<file path="config.mk">
export PLATFORM = sky130hd
export DESIGN_NAME = vc_tile_array
export DESIGN_NICKNAME = d
export VERILOG_FILES = /design/src/vc_pkg.sv /design/src/vc_bank.sv /design/src/vc_link_router.sv /design/src/vc_tile.sv /design/src/vc_tile_array.sv
export SDC_FILE = /design/constraint.sdc
export NUM_CORES = 2
export LEC_CHECK = 0
export ABC_AREA = 1
export BUFFER_PORTS_ARGS = -buffer_cell sky130_fd_sc_hd__buf_4
export CAP_MARGIN = 5
export CORE_MARGIN = 2
export CORE_UTILIZATION = 30
export CTS_BUF_LIST = sky130_fd_sc_hd__clkbuf_4 sky130_fd_sc_hd__clkbuf_8
export CTS_CLUSTER_DIAMETER = 40
export DETAILED_ROUTE_END_ITERATION = 7
export GPL_TIMING_DRIVEN = 0
export RECOVER_POWER = 50
export SYNTH_ARGS = -nofsm -noshare
export SYNTH_HDL_FRONTEND = slang
export SYNTH_HIERARCHICAL = 1
export SYNTH_SLANG_ARGS = --single-unit
</file>
<file path="constraint.sdc">
create_clock -name clk_i -period 9 [get_ports clk_i]
set_clock_uncertainty 0.15 [all_clocks]
set_input_delay 0 -clock clk_i [delete_from_list [all_inputs] [get_ports clk_i]]
set_output_delay 0 -clock clk_i [all_outputs]
set_load 0.1 [all_outputs]
</file>
<file path="src/vc_pkg.sv">
// ~~~~~~~~~~~~~~~~~~~~~~~~~~~~~~~~~~~~~~
// Memory tile array shared definitions
// ~~~~~~~~~~~~~~~~~~~~~~~~~~~~~~~~~~~~~~

`default_nettype none

package vc_pkg;

  // link and data widths
  localparam int vc_data_width   = 32;
  localparam int vc_sel_width    = 4;
  localparam int vc_x_cord_width = 4;
  localparam int vc_y_cord_width = 4;

  // address fields, top to bottom: opcode, y, word index
  localparam int vc_word_width = 8;
  localparam int vc_op_width   = 2;
  localparam int vc_addr_width = vc_op_width + vc_y_cord_width + vc_word_width;

  localparam int vc_y_lsb  = vc_word_width;
  localparam int vc_op_lsb = vc_word_width + vc_y_cord_width;

  // opcode carried in the top address bits
  typedef enum logic [vc_op_width-1:0] {
    op_load    = 2'd0,
    op_store   = 2'd1,
    op_amo_add = 2'd2
  } vc_op_e;

  // bank sequencing
  typedef enum logic [1:0] {
    bank_idle,
    bank_amo_write,
    bank_ack
  } vc_bank_state_e;

endpackage

`default_nettype wire

</file>
<file path="src/vc_bank.sv">
// ~~~~~~~~~~~~~~~~~~~~~~~~~~~~~~~~~~~~~~
// Tile memory bank, Wishbone slave with
// load, byte-select store and atomic add
// ~~~~~~~~~~~~~~~~~~~~~~~~~~~~~~~~~~~~~~

`timescale 1ns/1ps
`default_nettype none

module vc_bank #(
  parameter int bank_words_p = 16
) (
  input  logic                               clk_i,
  input  logic                               rst_n_i,
  input  logic                               stb_i,
  input  logic                               we_i,
  input  vc_pkg::vc_op_e                     op_i,
  input  logic [vc_pkg::vc_word_width-1:0]   idx_i,
  input  logic [vc_pkg::vc_data_width-1:0]   dat_i,
  input  logic [vc_pkg::vc_sel_width-1:0]    sel_i,
  output logic                               ack_o,
  output logic [vc_pkg::vc_data_width-1:0]   dat_o
);

  import vc_pkg::*;

  localparam int idx_width_lp = (bank_words_p > 1) ? $clog2(bank_words_p) : 1;
  localparam int byte_width_lp = vc_data_width / vc_sel_width;

  vc_bank_state_e state_r;
  vc_bank_state_e state_n;

  logic [vc_data_width-1:0] mem_r [bank_words_p];
  logic [idx_width_lp-1:0]  idx;
  logic                     start;
  logic                     is_store;
  logic                     is_amo;

  assign idx   = idx_i[idx_width_lp-1:0];
  assign start = (state_r == bank_idle) && stb_i;

  // writes need we_i, the opcode picks the kind
  assign is_store = we_i && (op_i == op_store);
  assign is_amo   = we_i && (op_i == op_amo_add);

  always_comb begin
    state_n = state_r;
    case (state_r)
      bank_idle: begin
        if (stb_i) begin
          state_n = is_amo ? bank_amo_write : bank_ack;
        end
      end
      bank_amo_write: state_n = bank_ack;
      bank_ack:       state_n = bank_idle;
      default:        state_n = bank_idle;
    endcase
  end

  always_ff @(posedge clk_i) begin
    if (!rst_n_i) begin
      state_r <= bank_idle;
    end else begin
      state_r <= state_n;
    end
  end

  // old word, returned on load and amo and used as the add operand
  always_ff @(posedge clk_i) begin
    if (start) begin
      dat_o <= mem_r[idx];
    end
  end

  always_ff @(posedge clk_i) begin
    if (start && is_store) begin
      for (int b = 0; b < vc_sel_width; b++) begin
        if (sel_i[b]) begin
          mem_r[idx][byte_width_lp*b +: byte_width_lp] <=
            dat_i[byte_width_lp*b +: byte_width_lp];
        end
      end
    end else if (state_r == bank_amo_write) begin
      // full word, sel_i ignored
      mem_r[idx] <= dat_o + dat_i;
    end
  end

  assign ack_o = (state_r == bank_ack);

endmodule

`default_nettype wire

</file>
<file path="src/vc_link_router.sv">
// ~~~~~~~~~~~~~~~~~~~~~~~~~~~~~~~~~~~~~~
// Vertical link router, steers requests
// to the local bank or on to the south
// ~~~~~~~~~~~~~~~~~~~~~~~~~~~~~~~~~~~~~~

`timescale 1ns/1ps
`default_nettype none

module vc_link_router (
  // north side, from the master
  input  logic                               n_cyc_i,
  input  logic                               n_stb_i,
  input  logic                               n_we_i,
  input  logic [vc_pkg::vc_addr_width-1:0]   n_adr_i,
  input  logic [vc_pkg::vc_data_width-1:0]   n_dat_i,
  input  logic [vc_pkg::vc_sel_width-1:0]    n_sel_i,
  output logic                               n_ack_o,
  output logic [vc_pkg::vc_data_width-1:0]   n_dat_o,

  // south side, toward the next row
  output logic                               s_cyc_o,
  output logic                               s_stb_o,
  output logic                               s_we_o,
  output logic [vc_pkg::vc_addr_width-1:0]   s_adr_o,
  output logic [vc_pkg::vc_data_width-1:0]   s_dat_o,
  output logic [vc_pkg::vc_sel_width-1:0]    s_sel_o,
  input  logic                               s_ack_i,
  input  logic [vc_pkg::vc_data_width-1:0]   s_dat_i,

  // local bank
  output logic                               bank_stb_o,
  output vc_pkg::vc_op_e                     bank_op_o,
  output logic [vc_pkg::vc_word_width-1:0]   bank_idx_o,
  input  logic                               bank_ack_i,
  input  logic [vc_pkg::vc_data_width-1:0]   bank_dat_i,

  input  logic [vc_pkg::vc_y_cord_width-1:0] my_y_i
);

  import vc_pkg::*;

  logic [vc_y_cord_width-1:0] adr_y;
  logic [vc_op_width-1:0]     adr_op;
  logic                       hit;
  logic                       req;

  assign adr_y  = n_adr_i[vc_y_lsb +: vc_y_cord_width];
  assign adr_op = n_adr_i[vc_op_lsb +: vc_op_width];
  assign hit    = (adr_y == my_y_i);
  assign req    = n_cyc_i && n_stb_i;

  // bank side
  assign bank_stb_o = req && hit;
  assign bank_idx_o = n_adr_i[vc_word_width-1:0];

  // unused opcode code falls back to a plain load
  always_comb begin
    case (adr_op)
      op_store:   bank_op_o = op_store;
      op_amo_add: bank_op_o = op_amo_add;
      default:    bank_op_o = op_load;
    endcase
  end

  // south stays quiet while the bank owns the request
  assign s_cyc_o = n_cyc_i && !hit;
  assign s_stb_o = req && !hit;
  assign s_we_o  = n_we_i && !hit;
  assign s_adr_o = n_adr_i;
  assign s_dat_o = n_dat_i;
  assign s_sel_o = n_sel_i;

  // response back north from the active side
  assign n_ack_o = n_cyc_i && (hit ? bank_ack_i : s_ack_i);
  assign n_dat_o = hit ? bank_dat_i : s_dat_i;

endmodule

`default_nettype wire

</file>
<file path="src/vc_tile.sv">
// ~~~~~~~~~~~~~~~~~~~~~~~~~~~~~~~~~~~~~~
// Memory tile with router, bank, reset
// and coordinate pipeline registers
// ~~~~~~~~~~~~~~~~~~~~~~~~~~~~~~~~~~~~~~

`timescale 1ns/1ps
`default_nettype none

module vc_tile #(
  parameter int bank_words_p = 16
) (
  input  logic                               clk_i,
  input  logic                               rst_n_i,
  output logic                               rst_n_o,

  input  logic [vc_pkg::vc_x_cord_width-1:0] global_x_i,
  input  logic [vc_pkg::vc_y_cord_width-1:0] global_y_i,
  output logic [vc_pkg::vc_x_cord_width-1:0] global_x_o,
  output logic [vc_pkg::vc_y_cord_width-1:0] global_y_o,

  input  logic                               n_cyc_i,
  input  logic                               n_stb_i,
  input  logic                               n_we_i,
  input  logic [vc_pkg::vc_addr_width-1:0]   n_adr_i,
  input  logic [vc_pkg::vc_data_width-1:0]   n_dat_i,
  input  logic [vc_pkg::vc_sel_width-1:0]    n_sel_i,
  output logic                               n_ack_o,
  output logic [vc_pkg::vc_data_width-1:0]   n_dat_o,

  output logic                               s_cyc_o,
  output logic                               s_stb_o,
  output logic                               s_we_o,
  output logic [vc_pkg::vc_addr_width-1:0]   s_adr_o,
  output logic [vc_pkg::vc_data_width-1:0]   s_dat_o,
  output logic [vc_pkg::vc_sel_width-1:0]    s_sel_o,
  input  logic                               s_ack_i,
  input  logic [vc_pkg::vc_data_width-1:0]   s_dat_i
);

  import vc_pkg::*;

  logic                       rst_n_r;
  logic [vc_x_cord_width-1:0] x_r;
  logic [vc_y_cord_width-1:0] y_r;

  logic                       bank_stb;
  vc_op_e                     bank_op;
  logic [vc_word_width-1:0]   bank_idx;
  logic                       bank_ack;
  logic [vc_data_width-1:0]   bank_dat;

  // one stage of the reset chain, also this tile's own reset
  always_ff @(posedge clk_i) begin
    rst_n_r <= rst_n_i;
  end

  // coordinates, y steps by one per row
  always_ff @(posedge clk_i) begin
    x_r <= global_x_i;
    y_r <= global_y_i + 1'b1;
  end

  assign rst_n_o    = rst_n_r;
  assign global_x_o = x_r;
  assign global_y_o = y_r;

  vc_link_router i_vc_link_router (
    .n_cyc_i    (n_cyc_i),
    .n_stb_i    (n_stb_i),
    .n_we_i     (n_we_i),
    .n_adr_i    (n_adr_i),
    .n_dat_i    (n_dat_i),
    .n_sel_i    (n_sel_i),
    .n_ack_o    (n_ack_o),
    .n_dat_o    (n_dat_o),
    .s_cyc_o    (s_cyc_o),
    .s_stb_o    (s_stb_o),
    .s_we_o     (s_we_o),
    .s_adr_o    (s_adr_o),
    .s_dat_o    (s_dat_o),
    .s_sel_o    (s_sel_o),
    .s_ack_i    (s_ack_i),
    .s_dat_i    (s_dat_i),
    .bank_stb_o (bank_stb),
    .bank_op_o  (bank_op),
    .bank_idx_o (bank_idx),
    .bank_ack_i (bank_ack),
    .bank_dat_i (bank_dat),
    .my_y_i     (y_r)
  );

  vc_bank #(
    .bank_words_p (bank_words_p)
  ) i_vc_bank (
    .clk_i   (clk_i),
    .rst_n_i (rst_n_r),
    .stb_i   (bank_stb),
    .we_i    (n_we_i),
    .op_i    (bank_op),
    .idx_i   (bank_idx),
    .dat_i   (n_dat_i),
    .sel_i   (n_sel_i),
    .ack_o   (bank_ack),
    .dat_o   (bank_dat)
  );

endmodule

`default_nettype wire

</file>
<file path="src/vc_tile_array.sv">
// ~~~~~~~~~~~~~~~~~~~~~~~~~~~~~~~~~~~~~~
// Memory tile array, rows of tiles
// chained north to south per column
// ~~~~~~~~~~~~~~~~~~~~~~~~~~~~~~~~~~~~~~

`timescale 1ns/1ps
`default_nettype none

module vc_tile_array #(
  parameter int num_rows_p   = 3,
  parameter int num_cols_p   = 2,
  parameter int bank_words_p = 16
) (
  input  logic                                               clk_i,
  input  logic                                               rst_n_i,
  output logic [num_cols_p-1:0]                              rst_n_o,

  input  logic [num_cols_p-1:0][vc_pkg::vc_x_cord_width-1:0] global_x_i,
  input  logic [num_cols_p-1:0][vc_pkg::vc_y_cord_width-1:0] global_y_i,
  output logic [num_cols_p-1:0][vc_pkg::vc_x_cord_width-1:0] global_x_o,
  output logic [num_cols_p-1:0][vc_pkg::vc_y_cord_width-1:0] global_y_o,

  input  logic [num_cols_p-1:0]                              wb_n_cyc_i,
  input  logic [num_cols_p-1:0]                              wb_n_stb_i,
  input  logic [num_cols_p-1:0]                              wb_n_we_i,
  input  logic [num_cols_p-1:0][vc_pkg::vc_addr_width-1:0]   wb_n_adr_i,
  input  logic [num_cols_p-1:0][vc_pkg::vc_data_width-1:0]   wb_n_dat_i,
  input  logic [num_cols_p-1:0][vc_pkg::vc_sel_width-1:0]    wb_n_sel_i,
  output logic [num_cols_p-1:0]                              wb_n_ack_o,
  output logic [num_cols_p-1:0][vc_pkg::vc_data_width-1:0]   wb_n_dat_o,

  output logic [num_cols_p-1:0]                              wb_s_cyc_o,
  output logic [num_cols_p-1:0]                              wb_s_stb_o,
  output logic [num_cols_p-1:0]                              wb_s_we_o,
  output logic [num_cols_p-1:0][vc_pkg::vc_addr_width-1:0]   wb_s_adr_o,
  output logic [num_cols_p-1:0][vc_pkg::vc_data_width-1:0]   wb_s_dat_o,
  output logic [num_cols_p-1:0][vc_pkg::vc_sel_width-1:0]    wb_s_sel_o,
  input  logic [num_cols_p-1:0]                              wb_s_ack_i,
  input  logic [num_cols_p-1:0][vc_pkg::vc_data_width-1:0]   wb_s_dat_i
);

  import vc_pkg::*;

  // index r is the north side of row r, num_rows_p is the south edge
  logic [num_rows_p:0][num_cols_p-1:0]                      rst_chain;
  logic [num_rows_p:0][num_cols_p-1:0][vc_x_cord_width-1:0] x_chain;
  logic [num_rows_p:0][num_cols_p-1:0][vc_y_cord_width-1:0] y_chain;

  logic [num_rows_p:0][num_cols_p-1:0]                      dn_cyc;
  logic [num_rows_p:0][num_cols_p-1:0]                      dn_stb;
  logic [num_rows_p:0][num_cols_p-1:0]                      dn_we;
  logic [num_rows_p:0][num_cols_p-1:0][vc_addr_width-1:0]   dn_adr;
  logic [num_rows_p:0][num_cols_p-1:0][vc_data_width-1:0]   dn_dat;
  logic [num_rows_p:0][num_cols_p-1:0][vc_sel_width-1:0]    dn_sel;
  logic [num_rows_p:0][num_cols_p-1:0]                      up_ack;
  logic [num_rows_p:0][num_cols_p-1:0][vc_data_width-1:0]   up_dat;

  // north edge
  assign rst_chain[0] = {num_cols_p{rst_n_i}};
  assign x_chain[0]   = global_x_i;
  assign y_chain[0]   = global_y_i;
  assign dn_cyc[0]    = wb_n_cyc_i;
  assign dn_stb[0]    = wb_n_stb_i;
  assign dn_we[0]     = wb_n_we_i;
  assign dn_adr[0]    = wb_n_adr_i;
  assign dn_dat[0]    = wb_n_dat_i;
  assign dn_sel[0]    = wb_n_sel_i;
  assign wb_n_ack_o   = up_ack[0];
  assign wb_n_dat_o   = up_dat[0];

  // south edge
  assign rst_n_o             = rst_chain[num_rows_p];
  assign global_x_o          = x_chain[num_rows_p];
  assign global_y_o          = y_chain[num_rows_p];
  assign wb_s_cyc_o          = dn_cyc[num_rows_p];
  assign wb_s_stb_o          = dn_stb[num_rows_p];
  assign wb_s_we_o           = dn_we[num_rows_p];
  assign wb_s_adr_o          = dn_adr[num_rows_p];
  assign wb_s_dat_o          = dn_dat[num_rows_p];
  assign wb_s_sel_o          = dn_sel[num_rows_p];
  assign up_ack[num_rows_p]  = wb_s_ack_i;
  assign up_dat[num_rows_p]  = wb_s_dat_i;

  for (genvar r = 0; r < num_rows_p; r++) begin : g_row
    for (genvar c = 0; c < num_cols_p; c++) begin : g_col
      vc_tile #(
        .bank_words_p (bank_words_p)
      ) i_vc_tile (
        .clk_i      (clk_i),
        .rst_n_i    (rst_chain[r][c]),
        .rst_n_o    (rst_chain[r+1][c]),
        .global_x_i (x_chain[r][c]),
        .global_y_i (y_chain[r][c]),
        .global_x_o (x_chain[r+1][c]),
        .global_y_o (y_chain[r+1][c]),
        .n_cyc_i    (dn_cyc[r][c]),
        .n_stb_i    (dn_stb[r][c]),
        .n_we_i     (dn_we[r][c]),
        .n_adr_i    (dn_adr[r][c]),
        .n_dat_i    (dn_dat[r][c]),
        .n_sel_i    (dn_sel[r][c]),
        .n_ack_o    (up_ack[r][c]),
        .n_dat_o    (up_dat[r][c]),
        .s_cyc_o    (dn_cyc[r+1][c]),
        .s_stb_o    (dn_stb[r+1][c]),
        .s_we_o     (dn_we[r+1][c]),
        .s_adr_o    (dn_adr[r+1][c]),
        .s_dat_o    (dn_dat[r+1][c]),
        .s_sel_o    (dn_sel[r+1][c]),
        .s_ack_i    (up_ack[r+1][c]),
        .s_dat_i    (up_dat[r+1][c])
      );
    end
  end

endmodule

`default_nettype wire

</file>
==> flow_summary.json <==
{
  "routed_wirelength_um": 497000,
  "hold_slack_ns": 0.114,
  "netlist_area_um2": 145000,
  "wire_per_inst_um": 24.2,
  "cts.sinks": 3330,
  "overflow": 0,
  "ctsResizeCount": 0,
  "clk_path_buf_depth": 4,
  "htree_levels": 6,
  "pin_count": 380,
  "grt_pass1_wl_um": 697000,
  "critPathKind": "reg -> reg",
  "grt_pass1_vias": 98700,
  "fillers": 47700,
  "yosysWarnings": 6,
  "die_area_um2": 489000,
  "first_pass_iters": 6,
  "cellLeakagePower_nw": 63.6,
  "place_ws_ns": 2.80,
  "antenna_left": 0,
  "hold_class": "in -> reg",
  "grtUsageTotal": 0.194,
  "layout.cells.non_filler": 20600,
  "fmax_ghz": 0.139,
  "cts.clk_slew.worst_paths_ns": 0.06,
  "setup_viol": 0,
  "cts_hold_buf": 244,
  "placed_area_um2": 156000,
  "final_area_um2": 169000,
  "dp_hpwl_um": 356000,
  "final.setup.worst_slack_ns": 1.81,
  "grt_max_degree": 33,
  "crit_arrival_ns": 7.81,
  "io_buffers": 363,
  "drv_cap": 11,
  "rows": 255,
  "antenna_found_initial": 40,
  "relSlewSlack": -0.660,
  "syn_area_per_cell_um2": 11.6,
  "synth_nets": 12900,
  "clockRootBuffer": "clkbuf_8",
  "pwr_density_cell_nw_per_um2": 204,
  "period_minus_slack_ns": 7.19,
  "clk_latency_ns": 1.26,
  "failed_checks": "max-capacitance violations, max-slew violations",
  "required_ns": 9.62,
  "min_path_cells": 4,
  "hold_viol_final": 0,
  "synthCells": 12500,
  "gp_congestion": 0.948,
  "via_count": 105000,
  "setup_tns_ns": 0,
  "cts_tree": "built",
  "tightest_slew_ns": 2.46,
  "cts_setup_buffers": 0,
  "die-height_um": 700,
  "finalCritPeriodShare": 0.799,
  "endpoint_kind": "flip-flop",
  "first_iter_violations": 12900,
  "worstPathMaxFanout": 10,
  "crit_path_start_kind": "flip-flop",
  "cts-buffers-inserted": 561,
  "placed_cells": 19300,
  "die-width_um": 700,
  "area_growth_pct": 16.6,
  "start_util": 0.301,
  "drc": 0,
  "slew_viol_final": 99,
  "routed_via_density": 5.08,
  "nets": 14100,
  "rsz0062_at_grt": "no",
  "drive_gt1_frac": 0.129,
  "core_area_um2": 482000,
  "outcome": "finished, violations left",
  "peakVddDrop_v": 0.000148,
  "reg2reg_depth": 19
}
[worst paths after layout]
kind | startpoint | endpoint | slack [ns]
setup reg to reg | g_row[0].g_col[0].i_vc_tile/global_y_o[0]$_DFF_P_ | g_row[2].g_col[0].i_vc_tile/i_vc_bank/mem_r[10][2]$_DFFE_PP_ | 1.81
setup / recovery | g_row[0].g_col[0].i_vc_tile/global_y_o[0]$_DFF_P_ | g_row[2].g_col[0].i_vc_tile/i_vc_bank/mem_r[10][2]$_DFFE_PP_ | 1.81
hold / removal | wb_n_dat_i[27] | g_row[0].g_col[0].i_vc_tile/i_vc_bank/mem_r[3][27]$_DFFE_PP_ | 0.11
hold reg to reg | g_row[1].g_col[0].i_vc_tile/global_x_o[3]$_DFF_P_ | g_row[2].g_col[0].i_vc_tile/global_x_o[3]$_DFF_P_ | 0.17
[worst max-delay path, cell delays in order, from the launching register on]
cell and delay (ns):
dfxtp_1 0.41, nand2_1 0.07, nand2_1 0.06, nor2_1 0.06, nand2_1 0.70, clkinvlp_2 1.05, buf_6 0.43, nor2_1 0.31
inv_1 0.08, nor2_1 0.30, nand2_1 0.14, nor2_1 0.30, nand2_1 0.38, nor3_2 0.46, buf_6 0.24, nand2_1 0.07
nand2_1 0.17, inv_2 0.11, buf_2 0.19, nor2_1 0.95
[sequential cells by signal (all words and copies together) (netlist names)]
register / flops
g_row.g_col.i_vc_tile/global_x_o: 24
g_row.g_col.i_vc_tile/i_vc_bank/dat_o: 192
g_row.g_col.i_vc_tile/global_y_o: 24
g_row.g_col.i_vc_tile/i_vc_bank/mem_r: 3072
g_row.g_col.i_vc_tile/rst_n_o: 6
g_row.g_col.i_vc_tile/i_vc_bank/state_r: 12
[cells in the final DEF (no fill, tap or decap), types with 144 or more instances in the layout]
cell type,n
clkbuf_8,572
nor2_1,700
clkbuf_4,182
dlygate4sd3_1,244
nand4_1,222
edfxtp_1,3264
a22oi_1,1536
clkbuf_1,384
ha_1,192
a21oi_1,144
nand3_1,353
inv_1,795
buf_4,571
nand2_1,4119
buf_2,237
[power by group]
part           internal [W]  switching [W]
combinational      0.000914        0.00285
clock               0.00723        0.00634
sequential           0.0171      0.0000420
[through the flow]
step | util | power (W)
6_report | 0.351 | 0.0345
5_1_grt | 0.351 | 0.0356
4_1_cts | 0.352 | 0.0347
3_5_place_dp | 0.324 | 0.0211
3_3_place_gp | 0.323 | 0.0211
2_1_floorplan | - | 0.0197
[cell type report]
cell class,instances,area (um^2),area share
diodes,7,17.5,0.000104
plain buffers,839,4850,0.0286
clock buffers,743,9160,0.0541
clock inverters,244,2040,0.0121
inverters,844,3190,0.0189
multi-input cells,7511,37600,0.222
flip-flops and latches,3330,99300,0.587
well taps,6425,8040,0.0475
repair buffers,631,4910,0.0290
[per-layer routing]
layer	routed length [um]	GRT usage
met1	210000	0.269
met5	183	0.000980
met4	17900	0.0668
met3	45000	0.0365
met2	224000	0.304
No activity file was read; power rests on OpenSTA's default activity.
